File: src/max7219_pkg.sv
// ============================
// MAX7219 package
// Register map and the 16-bit frame word
// ============================
package max7219_pkg;

   // Register addresses, upper nibble of the word is ignored by the chip
   localparam logic [3:0] REG_NOOP         = 4'h0;
   localparam logic [3:0] REG_DIGIT0       = 4'h1;
   localparam logic [3:0] REG_DECODE_MODE  = 4'h9;
   localparam logic [3:0] REG_INTENSITY    = 4'hA;
   localparam logic [3:0] REG_SCAN_LIMIT   = 4'hB;
   localparam logic [3:0] REG_SHUTDOWN     = 4'hC;
   localparam logic [3:0] REG_DISPLAY_TEST = 4'hF;

   // Bits shifted per word
   localparam int MAX7219_WORD_BITS = 16;

   // Frame word, raw for storage and shifting, fields for composing
   typedef union packed {
      logic [MAX7219_WORD_BITS-1:0] raw;
      struct packed {
         logic [3:0] dont_care;
         logic [3:0] addr;
         logic [7:0] data;
      } f;
   } max7219_word_u;

endpackage

File: src/uart_pkg.sv
// ============================
// UART package
// Framing width and command codes
// of the host byte protocol
// ============================
package uart_pkg;

   // 8N1 framing, data bits per character
   localparam int UART_DATA_BITS = 8;

   // ============================
   // Command codes
   // ============================
   // CFG  payload: register, data
   // WR   payload: address, word high, word low
   // SHOW payload: start address, load count
   typedef enum logic [7:0] {
      CMD_CFG  = 8'h01,
      CMD_WR   = 8'h02,
      CMD_SHOW = 8'h03
   } cmd_t;

endpackage
File: src/uart_max7219_display_ctrl.sv
// ============================
// UART to MAX7219 display controller
// Sets the parameters and wires the blocks
// ============================
`timescale 1ns/1ps

module uart_max7219_display_ctrl import max7219_pkg::*; #(
   parameter int CLKS_PER_BIT    = 16,
   parameter int NB_MATRIX       = 4,
   parameter int RAM_ADDR_WIDTH  = 8,
   parameter int MAX_HALF_PERIOD = 4,
   parameter int LOAD_DURATION   = 8
) (
   input  logic clk,
   input  logic i_rst_n,
   input  logic i_rx,
   output logic o_max7219_load,
   output logic o_max7219_data,
   output logic o_max7219_clk
);

   // UART to decoder
   logic [7:0]                   rx_byte;
   logic                         rx_strobe;

   // Decoder to RAM and sequencer
   logic                         ram_we;
   logic [RAM_ADDR_WIDTH-1:0]    ram_waddr;
   logic [MAX7219_WORD_BITS-1:0] ram_wdata;
   logic                         cfg_start;
   logic [3:0]                   cfg_reg;
   logic [7:0]                   cfg_data;
   logic                         show_start;
   logic [RAM_ADDR_WIDTH-1:0]    show_addr;
   logic [7:0]                   show_loads;
   logic                         seq_busy;

   // Sequencer to RAM read port and serializer
   logic [RAM_ADDR_WIDTH-1:0]    ram_raddr;
   logic [MAX7219_WORD_BITS-1:0] ram_rdata;
   logic                         word_strobe;
   max7219_word_u                word;
   logic                         word_last;
   logic                         word_done;

   uart_rx #(
      .CLKS_PER_BIT (CLKS_PER_BIT)
   ) uart_rx_inst (
      .clk      (clk),
      .i_rst_n  (i_rst_n),
      .i_rx     (i_rx),
      .o_byte   (rx_byte),
      .o_strobe (rx_strobe)
   );

   cmd_decoder #(
      .RAM_ADDR_WIDTH (RAM_ADDR_WIDTH)
   ) cmd_decoder_inst (
      .clk          (clk),
      .i_rst_n      (i_rst_n),
      .i_byte       (rx_byte),
      .i_strobe     (rx_strobe),
      .i_seq_busy   (seq_busy),
      .o_ram_we     (ram_we),
      .o_ram_waddr  (ram_waddr),
      .o_ram_wdata  (ram_wdata),
      .o_cfg_start  (cfg_start),
      .o_cfg_reg    (cfg_reg),
      .o_cfg_data   (cfg_data),
      .o_show_start (show_start),
      .o_show_addr  (show_addr),
      .o_show_loads (show_loads)
   );

   frame_ram #(
      .RAM_ADDR_WIDTH (RAM_ADDR_WIDTH)
   ) frame_ram_inst (
      .clk     (clk),
      .i_we    (ram_we),
      .i_waddr (ram_waddr),
      .i_wdata (ram_wdata),
      .i_raddr (ram_raddr),
      .o_rdata (ram_rdata)
   );

   display_sequencer #(
      .NB_MATRIX      (NB_MATRIX),
      .RAM_ADDR_WIDTH (RAM_ADDR_WIDTH)
   ) display_sequencer_inst (
      .clk           (clk),
      .i_rst_n       (i_rst_n),
      .i_cfg_start   (cfg_start),
      .i_cfg_reg     (cfg_reg),
      .i_cfg_data    (cfg_data),
      .i_show_start  (show_start),
      .i_show_addr   (show_addr),
      .i_show_loads  (show_loads),
      .o_busy        (seq_busy),
      .o_ram_raddr   (ram_raddr),
      .i_ram_rdata   (ram_rdata),
      .o_word_strobe (word_strobe),
      .o_word        (word),
      .o_word_last   (word_last),
      .i_word_done   (word_done)
   );

   max7219_serializer #(
      .MAX_HALF_PERIOD (MAX_HALF_PERIOD),
      .LOAD_DURATION   (LOAD_DURATION)
   ) max7219_serializer_inst (
      .clk            (clk),
      .i_rst_n        (i_rst_n),
      .i_word_strobe  (word_strobe),
      .i_word         (word),
      .i_word_last    (word_last),
      .o_word_done    (word_done),
      .o_max7219_clk  (o_max7219_clk),
      .o_max7219_data (o_max7219_data),
      .o_max7219_load (o_max7219_load)
   );

endmodule

File: src/max7219_serializer.sv
// ============================
// MAX7219 serializer
// Shifts a word MSB first and pulses load
// after the last word of a frame
// ============================
`timescale 1ns/1ps

module max7219_serializer import max7219_pkg::*; #(
   parameter int MAX_HALF_PERIOD = 4,
   parameter int LOAD_DURATION   = 8
) (
   input  logic          clk,
   input  logic          i_rst_n,
   input  logic          i_word_strobe,
   input  max7219_word_u i_word,
   input  logic          i_word_last,
   output logic          o_word_done,
   output logic          o_max7219_clk,
   output logic          o_max7219_data,
   output logic          o_max7219_load
);

   localparam int CNT_MAX = (MAX_HALF_PERIOD > LOAD_DURATION) ? MAX_HALF_PERIOD
                                                              : LOAD_DURATION;
   localparam int CNT_W   = $clog2(CNT_MAX + 1);
   localparam int BIT_W   = $clog2(MAX7219_WORD_BITS);

   localparam logic [1:0] SR_IDLE  = 2'd0;
   localparam logic [1:0] SR_SHIFT = 2'd1;
   localparam logic [1:0] SR_LOAD  = 2'd2;

   logic [1:0]                   state;
   logic [CNT_W-1:0]             cnt;
   logic [BIT_W-1:0]             bit_cnt;
   logic [MAX7219_WORD_BITS-1:0] shreg;
   logic                         last_r;
   logic                         hp_end;
   logic                         fall;

   assign hp_end = (cnt == CNT_W'(MAX_HALF_PERIOD - 1));
   // Clock about to go low, the only point where data moves
   assign fall   = (state == SR_SHIFT) && hp_end && o_max7219_clk;

   always_ff @(posedge clk) begin
      if (!i_rst_n) begin
         state          <= SR_IDLE;
         cnt            <= '0;
         bit_cnt        <= '0;
         last_r         <= 1'b0;
         o_word_done    <= 1'b0;
         o_max7219_clk  <= 1'b0;
         o_max7219_data <= 1'b0;
         o_max7219_load <= 1'b0;
      end else begin
         o_word_done <= 1'b0;
         case (state)
            SR_IDLE: if (i_word_strobe) begin
               state          <= SR_SHIFT;
               cnt            <= '0;
               bit_cnt        <= '0;
               last_r         <= i_word_last;
               o_max7219_data <= i_word.raw[MAX7219_WORD_BITS-1];
            end
            SR_SHIFT: if (!hp_end) begin
               cnt <= cnt + 1'b1;
            end else begin
               cnt           <= '0;
               o_max7219_clk <= ~o_max7219_clk;
               if (fall && bit_cnt == BIT_W'(MAX7219_WORD_BITS - 1)) begin
                  o_max7219_data <= 1'b0;
                  // Load only closes a frame
                  if (last_r) begin
                     o_max7219_load <= 1'b1;
                     state          <= SR_LOAD;
                  end else begin
                     o_word_done <= 1'b1;
                     state       <= SR_IDLE;
                  end
               end else if (fall) begin
                  bit_cnt        <= bit_cnt + 1'b1;
                  o_max7219_data <= shreg[MAX7219_WORD_BITS-2];
               end
            end
            default: if (cnt == CNT_W'(LOAD_DURATION - 1)) begin
               cnt            <= '0;
               o_max7219_load <= 1'b0;
               o_word_done    <= 1'b1;
               state          <= SR_IDLE;
            end else begin
               cnt <= cnt + 1'b1;
            end
         endcase
      end
   end

   always_ff @(posedge clk) begin
      if (state == SR_IDLE && i_word_strobe) shreg <= i_word.raw;
      else if (fall) shreg <= {shreg[MAX7219_WORD_BITS-2:0], 1'b0};
   end

endmodule

File: src/display_sequencer.sv
// ============================
// Display sequencer
// Sends config words to the whole chain and
// streams RAM runs to the serializer
// ============================
`timescale 1ns/1ps

module display_sequencer import uart_pkg::*; import max7219_pkg::*; #(
   parameter int NB_MATRIX      = 4,
   parameter int RAM_ADDR_WIDTH = 8
) (
   input  logic                         clk,
   input  logic                         i_rst_n,
   input  logic                         i_cfg_start,
   input  logic [3:0]                   i_cfg_reg,
   input  logic [7:0]                   i_cfg_data,
   input  logic                         i_show_start,
   input  logic [RAM_ADDR_WIDTH-1:0]    i_show_addr,
   input  logic [7:0]                   i_show_loads,
   output logic                         o_busy,
   output logic [RAM_ADDR_WIDTH-1:0]    o_ram_raddr,
   input  logic [MAX7219_WORD_BITS-1:0] i_ram_rdata,
   output logic                         o_word_strobe,
   output max7219_word_u                o_word,
   output logic                         o_word_last,
   input  logic                         i_word_done
);

   localparam int MAT_W = (NB_MATRIX > 1) ? $clog2(NB_MATRIX) : 1;

   localparam logic [1:0] SQ_IDLE  = 2'd0;
   localparam logic [1:0] SQ_FETCH = 2'd1;
   localparam logic [1:0] SQ_SEND  = 2'd2;
   localparam logic [1:0] SQ_WAIT  = 2'd3;

   logic [1:0]                state;
   cmd_t                      mode;
   logic [MAT_W-1:0]          mat_idx;
   logic [7:0]                loads_left;
   logic [RAM_ADDR_WIDTH-1:0] rd_addr;
   logic                      load_end;

   assign o_busy      = (state != SQ_IDLE);
   assign o_ram_raddr = rd_addr;
   // Last word of the chain closes the load
   assign load_end    = (mat_idx == MAT_W'(NB_MATRIX - 1));

   // ============================
   // Sequencing FSM
   // ============================
   always_ff @(posedge clk) begin
      if (!i_rst_n) begin
         state         <= SQ_IDLE;
         mode          <= CMD_CFG;
         mat_idx       <= '0;
         loads_left    <= '0;
         rd_addr       <= '0;
         o_word_strobe <= 1'b0;
         o_word_last   <= 1'b0;
      end else begin
         o_word_strobe <= 1'b0;
         case (state)
            SQ_IDLE: begin
               mat_idx <= '0;
               // Config is a single load of identical words
               if (i_cfg_start) begin
                  mode       <= CMD_CFG;
                  loads_left <= 8'd1;
                  state      <= SQ_SEND;
               end else if (i_show_start && i_show_loads != 8'd0) begin
                  mode       <= CMD_SHOW;
                  loads_left <= i_show_loads;
                  rd_addr    <= i_show_addr;
                  state      <= SQ_FETCH;
               end
            end
            // RAM read in flight
            SQ_FETCH: state <= SQ_SEND;
            SQ_SEND: begin
               o_word_strobe <= 1'b1;
               o_word_last   <= load_end;
               state         <= SQ_WAIT;
            end
            default: if (i_word_done) begin
               if (o_word_last) begin
                  mat_idx    <= '0;
                  loads_left <= loads_left - 8'd1;
               end else begin
                  mat_idx <= mat_idx + 1'b1;
               end
               if (o_word_last && loads_left == 8'd1) begin
                  state <= SQ_IDLE;
               end else if (mode == CMD_CFG) begin
                  state <= SQ_SEND;
               end else begin
                  // Wraps at the top of the RAM
                  rd_addr <= rd_addr + 1'b1;
                  state   <= SQ_FETCH;
               end
            end
         endcase
      end
   end

   // Word register, config through the field view
   always_ff @(posedge clk) begin
      if (state == SQ_IDLE && i_cfg_start) begin
         o_word.f.dont_care <= 4'h0;
         o_word.f.addr      <= i_cfg_reg;
         o_word.f.data      <= i_cfg_data;
      end else if (state == SQ_SEND && mode == CMD_SHOW) begin
         o_word.raw <= i_ram_rdata;
      end
   end

   // Serializer is only fed inside a command
   a_strobe_busy : assert property (@(posedge clk) disable iff (!i_rst_n)
      o_word_strobe |-> o_busy);

endmodule

File: src/frame_ram.sv
// ============================
// Frame RAM
// One write port, one registered read port
// ============================
`timescale 1ns/1ps

module frame_ram import max7219_pkg::*; #(
   parameter int RAM_ADDR_WIDTH = 8
) (
   input  logic                         clk,
   input  logic                         i_we,
   input  logic [RAM_ADDR_WIDTH-1:0]    i_waddr,
   input  logic [MAX7219_WORD_BITS-1:0] i_wdata,
   input  logic [RAM_ADDR_WIDTH-1:0]    i_raddr,
   output logic [MAX7219_WORD_BITS-1:0] o_rdata
);

   logic [MAX7219_WORD_BITS-1:0] mem [2**RAM_ADDR_WIDTH];

   always_ff @(posedge clk) begin
      if (i_we) mem[i_waddr] <= i_wdata;
   end

   // Read data one cycle after the address
   always_ff @(posedge clk) begin
      o_rdata <= mem[i_raddr];
   end

endmodule

File: src/cmd_decoder.sv
// ============================
// Command decoder
// Collects command payload bytes and issues RAM
// writes and sequencer requests
// ============================
`timescale 1ns/1ps

module cmd_decoder import uart_pkg::*; import max7219_pkg::*; #(
   parameter int RAM_ADDR_WIDTH = 8
) (
   input  logic                         clk,
   input  logic                         i_rst_n,
   input  logic [UART_DATA_BITS-1:0]    i_byte,
   input  logic                         i_strobe,
   input  logic                         i_seq_busy,
   output logic                         o_ram_we,
   output logic [RAM_ADDR_WIDTH-1:0]    o_ram_waddr,
   output logic [MAX7219_WORD_BITS-1:0] o_ram_wdata,
   output logic                         o_cfg_start,
   output logic [3:0]                   o_cfg_reg,
   output logic [7:0]                   o_cfg_data,
   output logic                         o_show_start,
   output logic [RAM_ADDR_WIDTH-1:0]    o_show_addr,
   output logic [7:0]                   o_show_loads
);

   // Command byte, then up to three payload bytes
   localparam logic [1:0] ST_CMD = 2'd0;
   localparam logic [1:0] ST_P0  = 2'd1;
   localparam logic [1:0] ST_P1  = 2'd2;
   localparam logic [1:0] ST_P2  = 2'd3;

   logic [1:0]                state;
   cmd_t                      cmd;
   logic [UART_DATA_BITS-1:0] byte0;
   logic [UART_DATA_BITS-1:0] byte1;
   logic                      accept;
   logic                      last_byte;

   // No back-pressure, bytes seen while busy are lost
   assign accept = i_strobe && !i_seq_busy;

   // WR carries three payload bytes, CFG and SHOW two
   always_comb begin
      case (cmd)
         CMD_WR:  last_byte = (state == ST_P2);
         default: last_byte = (state == ST_P1);
      endcase
   end

   // ============================
   // Control FSM
   // ============================
   always_ff @(posedge clk) begin
      if (!i_rst_n) begin
         state        <= ST_CMD;
         cmd          <= CMD_CFG;
         o_ram_we     <= 1'b0;
         o_cfg_start  <= 1'b0;
         o_show_start <= 1'b0;
      end else begin
         o_ram_we     <= 1'b0;
         o_cfg_start  <= 1'b0;
         o_show_start <= 1'b0;
         if (accept) begin
            if (state == ST_CMD) begin
               case (i_byte)
                  CMD_CFG, CMD_WR, CMD_SHOW: begin
                     cmd   <= cmd_t'(i_byte);
                     state <= ST_P0;
                  end
                  // Unknown codes are skipped
                  default: state <= ST_CMD;
               endcase
            end else if (last_byte) begin
               state        <= ST_CMD;
               o_ram_we     <= (cmd == CMD_WR);
               o_cfg_start  <= (cmd == CMD_CFG);
               o_show_start <= (cmd == CMD_SHOW);
            end else begin
               state <= state + 2'd1;
            end
         end
      end
   end

   // Payload capture, outputs settle with the pulse
   always_ff @(posedge clk) begin
      if (accept) begin
         if (state == ST_P0) byte0 <= i_byte;
         if (state == ST_P1) byte1 <= i_byte;
         if (last_byte) begin
            o_ram_waddr  <= byte0[RAM_ADDR_WIDTH-1:0];
            o_ram_wdata  <= {byte1, i_byte};
            o_cfg_reg    <= byte0[3:0];
            o_cfg_data   <= i_byte;
            o_show_addr  <= byte0[RAM_ADDR_WIDTH-1:0];
            o_show_loads <= i_byte;
         end
      end
   end

   // One request per command
   a_one_start : assert property (@(posedge clk) disable iff (!i_rst_n)
      !(o_cfg_start && o_show_start));

endmodule

File: src/uart_rx.sv
// ============================
// UART receiver, 8N1
// Samples each bit at mid-bit and strobes
// every byte with a valid stop bit
// ============================
`timescale 1ns/1ps

module uart_rx import uart_pkg::*; #(
   parameter int CLKS_PER_BIT = 16
) (
   input  logic                      clk,
   input  logic                      i_rst_n,
   input  logic                      i_rx,
   output logic [UART_DATA_BITS-1:0] o_byte,
   output logic                      o_strobe
);

   localparam int CNT_W = $clog2(CLKS_PER_BIT);
   localparam int BIT_W = $clog2(UART_DATA_BITS);

   localparam logic [1:0] RX_IDLE  = 2'd0;
   localparam logic [1:0] RX_START = 2'd1;
   localparam logic [1:0] RX_DATA  = 2'd2;
   localparam logic [1:0] RX_STOP  = 2'd3;

   logic [1:0]                state;
   logic [1:0]                rx_sync;
   logic [CNT_W-1:0]          clk_cnt;
   logic [BIT_W-1:0]          bit_idx;
   logic [UART_DATA_BITS-1:0] shreg;
   logic                      bit_end;
   logic                      half_end;

   // Line idles high
   always_ff @(posedge clk) begin
      if (!i_rst_n) rx_sync <= 2'b11;
      else          rx_sync <= {rx_sync[0], i_rx};
   end

   assign bit_end  = (clk_cnt == CNT_W'(CLKS_PER_BIT - 1));
   assign half_end = (clk_cnt == CNT_W'(CLKS_PER_BIT / 2 - 1));

   always_ff @(posedge clk) begin
      if (!i_rst_n) begin
         state    <= RX_IDLE;
         clk_cnt  <= '0;
         bit_idx  <= '0;
         o_strobe <= 1'b0;
      end else begin
         o_strobe <= 1'b0;
         clk_cnt  <= clk_cnt + 1'b1;
         case (state)
            RX_IDLE: begin
               clk_cnt <= '0;
               if (!rx_sync[1]) state <= RX_START;
            end
            // Recheck the start bit at its middle, glitches go back to idle
            RX_START: if (half_end) begin
               clk_cnt <= '0;
               bit_idx <= '0;
               state   <= rx_sync[1] ? RX_IDLE : RX_DATA;
            end
            RX_DATA: if (bit_end) begin
               clk_cnt <= '0;
               bit_idx <= bit_idx + 1'b1;
               if (bit_idx == BIT_W'(UART_DATA_BITS - 1)) state <= RX_STOP;
            end
            // Framing error drops the byte
            default: if (bit_end) begin
               o_strobe <= rx_sync[1];
               state    <= RX_IDLE;
            end
         endcase
      end
   end

   // LSB first
   always_ff @(posedge clk) begin
      if (state == RX_DATA && bit_end) shreg <= {rx_sync[1], shreg[UART_DATA_BITS-1:1]};
   end

   assign o_byte = shreg;

   // Strobe is single-cycle, bytes are a full frame apart
   a_strobe_pulse : assert property (@(posedge clk) disable iff (!i_rst_n)
      o_strobe |=> !o_strobe);

endmodule

File: config.mk
export PLATFORM = sky130hd
export DESIGN_NAME = uart_max7219_display_ctrl
export DESIGN_NICKNAME = d
export VERILOG_FILES = /design/src/max7219_pkg.sv /design/src/uart_pkg.sv /design/src/uart_max7219_display_ctrl.sv /design/src/max7219_serializer.sv /design/src/display_sequencer.sv /design/src/frame_ram.sv /design/src/cmd_decoder.sv /design/src/uart_rx.sv
export SDC_FILE = /design/constraint.sdc
export NUM_CORES = 2
export LEC_CHECK = 0
export ABC_CLOCK_PERIOD_IN_PS = 15300
export BUFFER_PORTS_ARGS = -buffer_cell sky130_fd_sc_hd__buf_2
export CAP_MARGIN = 20
export CELL_PAD_IN_SITES_DETAIL_PLACEMENT = 1
export CELL_PAD_IN_SITES_GLOBAL_PLACEMENT = 1
export CORE_AREA = 2 2 467 585
export DETAILED_ROUTE_END_ITERATION = 8
export DIE_AREA = 0 0 469 587
export PLACE_DENSITY = 0.95
export SLEW_MARGIN = 5
export SYNTH_ARGS = -nofsm -noshare
export SYNTH_HDL_FRONTEND = slang
export SYNTH_SLANG_ARGS = --single-unit
File: constraint.sdc
create_clock -name clk -period 15.3 [get_ports clk]
set_input_delay 3.06 -clock clk [delete_from_list [all_inputs] [get_ports clk]]
set_output_delay 3.06 -clock clk [all_outputs]
set_load 0.05 [all_outputs]
==> results of run 1 <==
-- cell families after synthesis --
family / synth area share [%]
flip-flops: 77.4
multiplexers: 15.0
AO/OA/AOI/OAI: 3.50
AND/OR/NAND/NOR: 2.19
buffers and inverters: 1.69
adder cells (fa/ha/maj): 0.153
XOR/XNOR: 0.0321
-- through the flow --
stage                     util (%)  cells
after floorplan                  -   7754
after global placement        62.6  11300
after detailed placement      62.7  11300
after CTS                     67.1  12000
-- layer usage --
layer	GRT overflow	track usage (%)
met1	46	75.4
met2	157	87.4
met3	51	71.3
met4	126	68.9
met5	12	58.3
==> impl_metrics.ini, run 1 <==
[synthesis]
yosysMostFrequentCell = edfxtp_1
synth_seq_cells = 4254
ys_async_sr_fraction_pct = 0
synth_warnings = 0
synth-edff-count = 4171
syn_inst = 7754
yosys.area.top_type = edfxtp_1
synth_cell_types = 83
synth.area.top_cells = edfxtp_1 (76%), mux4_2 (12%), mux2i_1 (2.5%)
synth_common_cells = edfxtp_1 (4171), mux4_2 (898), mux2i_1 (412), nor2_1 (355), nand2_1 (235)
seq_area_frac_synth_pct = 77.4
postSynthAreaPerCell_um2 = 21.1
synth_area_um2 = 164000
synth_fp_nets = 7777
ys.flop_type = edfxtp_1
synth_top_area_share_pct = 76.4

[place]
placed_cell_area_um2 = 170000
place_congestion = 0.962
dp_slack_ps = 9170
portBuffers = 5
hpwl_um = 340000

[clock_tree]
post-cts-setup-buffer-count = 0
root_buffer = clkbuf_16
cts_buffers = 371
h-tree-depth = 5
cts.sink_count = 4254
cts_hold_buf = 0
max-clock-path-buffers = 4
cts_resized = 0

[global_routing]
antenna_found_initial = 149
grt_max_degree = 219
grtUsageTotal_pct = 76.7
overflow = 392

[floorplanning]
start_util_pct = 60.6
io_pins = 6
fp.dieW_um = 469
die_h_um = 587
rows = 214

[outcome]
failing_step = global routing
status = aborted with a tool error
error = [ERROR GRT-0232] Routing congestion too high. Check the congestion heatmap in the GUI.
==> run 2: changes to the inputs <==
CELL_PAD_IN_SITES_DETAIL_PLACEMENT = not set   (was 1)
CELL_PAD_IN_SITES_GLOBAL_PLACEMENT = not set   (was 1)
CORE_AREA = 2 2 644 646   (was 2 2 467 585)
DIE_AREA = 0 0 646 648   (was 0 0 469 587)
PLACE_DENSITY = not set   (was 0.95)
PLACE_DENSITY_LB_ADDON = 0.15   (was not set)
==> run 2 against run 1 <==
Against the previous run:
- the flow now finishes, with violations (slew limit)
- synthesized cell count did not move
- area after synthesis is the same
==> impl_metrics.ini, run 2 <==
[clock_tree]
cts.sink_count = 4254
cts_tree = built
path_clk_slew_ps = 60
max-clock-path-buffers = 4
h-tree-depth = 5
cts_hold_buf = 0
root_buffer = clkbuf_16
clock_latency_ps = 1020
post-cts-setup-buffer-count = 0
cts_buffers = 447
cts_resized = 0

[routing]
viasPerCell = 6.05
initialDrtViolationCount = 12100
via_count = 85500
wire_per_inst_um = 37.5
final_antenna_net_count = 0
drt-pass1-iter-count = 5
drcViolationCount = 0
routed_wl_um = 529000

[global_routing]
antenna_found_initial = 49
grt_max_degree = 197
grt_pass1_vias = 83700
grtUsageTotal_pct = 25.0
overflow = 0
grt_pass1_wl_um = 720000

[worst_setup_path]
rr_worst_depth = 10
worstReg2RegStart = display_sequencer_inst.o_ram_raddr[1]$_SDFFE_PN0P_
path_class = reg2reg
arrival_ps = 7000
reg2reg_setup_slack_ps = 9170
required_ps = 16170
cp-end-kind = register
r2r-end = frame_ram_inst.o_rdata[3]$_DFF_P_
crit_path_end = frame_ram_inst.o_rdata[3]$_DFF_P_
startpoint = display_sequencer_inst.o_ram_raddr[1]$_SDFFE_PN0P_
worst-path-max-fanout = 78
crit_chain = buf_12, buf_4, buf_4, buf_4, mux4_2, mux4_2, mux2i_1, nor2_1, a211oi_1, o22ai_1
start_kind = register
crit_top_cell = buf_4
critPathMaxStageDelay_ps = 860
cp_slowest_cell = buf_4

[synthesis]
ys.flop_type = edfxtp_1
syn_inst = 7754
yosysMostFrequentCell = edfxtp_1
seq_area_frac_synth_pct = 77.4
synth_compound_area_share_pct = 3.50
synth_xor_area_share_pct = 0.0321
synth_seq_cells = 4254
muxShareOfSynthArea_pct = 15.0
synth_warnings = 0
synth-simple-area-share_pct = 2.19
ys_async_sr_fraction_pct = 0
synth-edff-count = 4171
postSynthAreaPerCell_um2 = 21.1
synth_cell_types = 83
synth.area.top_cells = edfxtp_1 (76%), mux4_2 (12%), mux2i_1 (2.5%)
synth_top_family_by_area = multiplexers
synth_common_cells = edfxtp_1 (4171), mux4_2 (898), mux2i_1 (412), nor2_1 (355), nand2_1 (235)
synth_top_area_share_pct = 76.4
yosys.area.top_type = edfxtp_1
synth_fp_nets = 7777
synthAdderAreaFrac_pct = 0.153
synth_area_um2 = 164000

[place]
portBuffers = 5
hpwl_um = 321000
place_congestion = 0.870

[timing]
max_freq_mhz = 163
hold_violations = 0
min_period_ps = 6130
setup_violations = 0
period_share_pct = 40.1
slew_viol_final = 53
rsz0062_at_grt = false
tightest_slew_ps = 1570
finalSetupTns_ps = 0
slew_headroom_pct = -4.54
skew_ps = 84.9

[cells_and_area]
regArea_um2 = 127000
final_common_cell = edfxtp_1
drive_gt1_share_pct = 26.3
reg_top3 = frame_ram_inst.mem x4096, display_sequencer_inst.o_word x16, frame_ram_inst.o_rdata x16
top_register = frame_ram_inst.mem
nets = 8276
final_cell_mix = edfxtp_1 (4171), mux4_2 (898), buf_4 (459)
nFillCells = 34500
fin_util_pct = 45.5
multi_input_area_um2 = 34900
syn2layout_area_growth_pct = 14.3
largest_reg_flops = 4096

[floorplanning]
start_util_pct = 39.8
die_h_um = 648
rows = 236
fp.dieW_um = 646
io_pins = 6
core_area_um2 = 412000
dieArea_um2 = 419000

[pwr]
peakVddDrop_v = 0.000103
leakagePower_nw = 56.9
power_density_nw_per_um2 = 125

[flow_run]
drv_cap = 0

[outcome]
status = complete, but fails checks
violations = slew limit

[worst_hold_path]
hp-class = reg2reg
-- run 2: cell counts after synthesis --
Identical to the previous run, type by type.
-- run 2: cells by family after synthesis --
logic type | after synthesis
DFF | 4254
muxes | 1336
AOI/OAI and AO/OA | 827
and+or+nand+nor | 820
buffers and inverters | 491
adders and majority gates | 20
xor gates and xnor gates | 6
-- run 2: area by class of cell --
class	count	area share [%]
Sequential cell	4254	67.8
Inverter	29	0.0648
Antenna cell	10	0.0134
Multi-Input combinational cell	3009	18.6
Clock inverter	268	1.32
Timing Repair Buffer	512	2.30
Clock buffer	563	6.28
Tap cell	5474	3.66
-- run 2: where the power goes --
part	total (mW)	leakage (nW)	internal [mW]	switching [mW]
sequential	12.6	38.2	12.6	0.0186
combinational	0.168	11.7	0.0585	0.109
clock	10.6	6.97	6.04	4.59
total	23.4	56.9	18.7	4.72
-- run 2: metal layers --
| layer | global-route usage [%] | up-vias | part of all wire, % |
|---|---|---|---|
| li1 | - | 33500 | - |
| met1 | 34.9 | 46900 | 40 |
| met2 | 39.1 | 4213 | 46 |
| met3 | 5.43 | 803 | 9.5 |
| met4 | 8.47 | 16 | 3.7 |
| met5 | 0 | - | 0.052 |
-- run 2: how the worst min path moves through the flow --
stage                                         from                                    endpoint  slack, ps  cells past startpoint
5_1_grt        cmd_decoder_inst.byte0[5]$_DFFE_PP_   cmd_decoder_inst.o_ram_waddr[5]$_DFFE_PP_        430                      0
4_1_cts        cmd_decoder_inst.byte1[2]$_DFFE_PP_  cmd_decoder_inst.o_ram_wdata[10]$_DFFE_PP_        420                      0
3_3_place_gp    uart_rx_inst.rx_sync[0]$_SDFF_PN1_          uart_rx_inst.rx_sync[1]$_SDFF_PN1_        400                      1
3_5_place_dp    uart_rx_inst.rx_sync[0]$_SDFF_PN1_          uart_rx_inst.rx_sync[1]$_SDFF_PN1_        400                      1
2_1_floorplan   uart_rx_inst.rx_sync[0]$_SDFF_PN1_          uart_rx_inst.rx_sync[1]$_SDFF_PN1_        390                      1
6_report        uart_rx_inst.rx_sync[0]$_SDFF_PN1_          uart_rx_inst.rx_sync[1]$_SDFF_PN1_        410                      1
-- run 2: through the flow --
stage / power [mW] / hold WS, ps / instances / instance area [um^2] / setup slack [ps]
3_3_place_gp: 13.0 / 402 / 13200 / 173000 / 9010
3_5_place_dp: 13.0 / 404 / 13300 / 173000 / 9280
6_report: 23.4 / 414 / 14100 / 187000 / 9170
2_1_floorplan: 13.0 / 386 / 7754 / 164000 / 10370
4_1_cts: 23.6 / 416 / 14100 / 187000 / 9320
5_1_grt: 24.0 / 427 / 14100 / 187000 / 9170
-- run 2: worst max-delay path, delay by kind of cell, from the launching register on --
| kind | cells | cell delay, ps |
|---|---|---|
| AO/OA/AOI/OAI | 2 | 430 |
| buffers and inverters | 4 | 2680 |
| flip-flops | 1 | 810 |
| multiplexers | 3 | 1570 |
| AND/OR/NAND/NOR | 1 | 150 |
(Power assumes the default switching activity.)
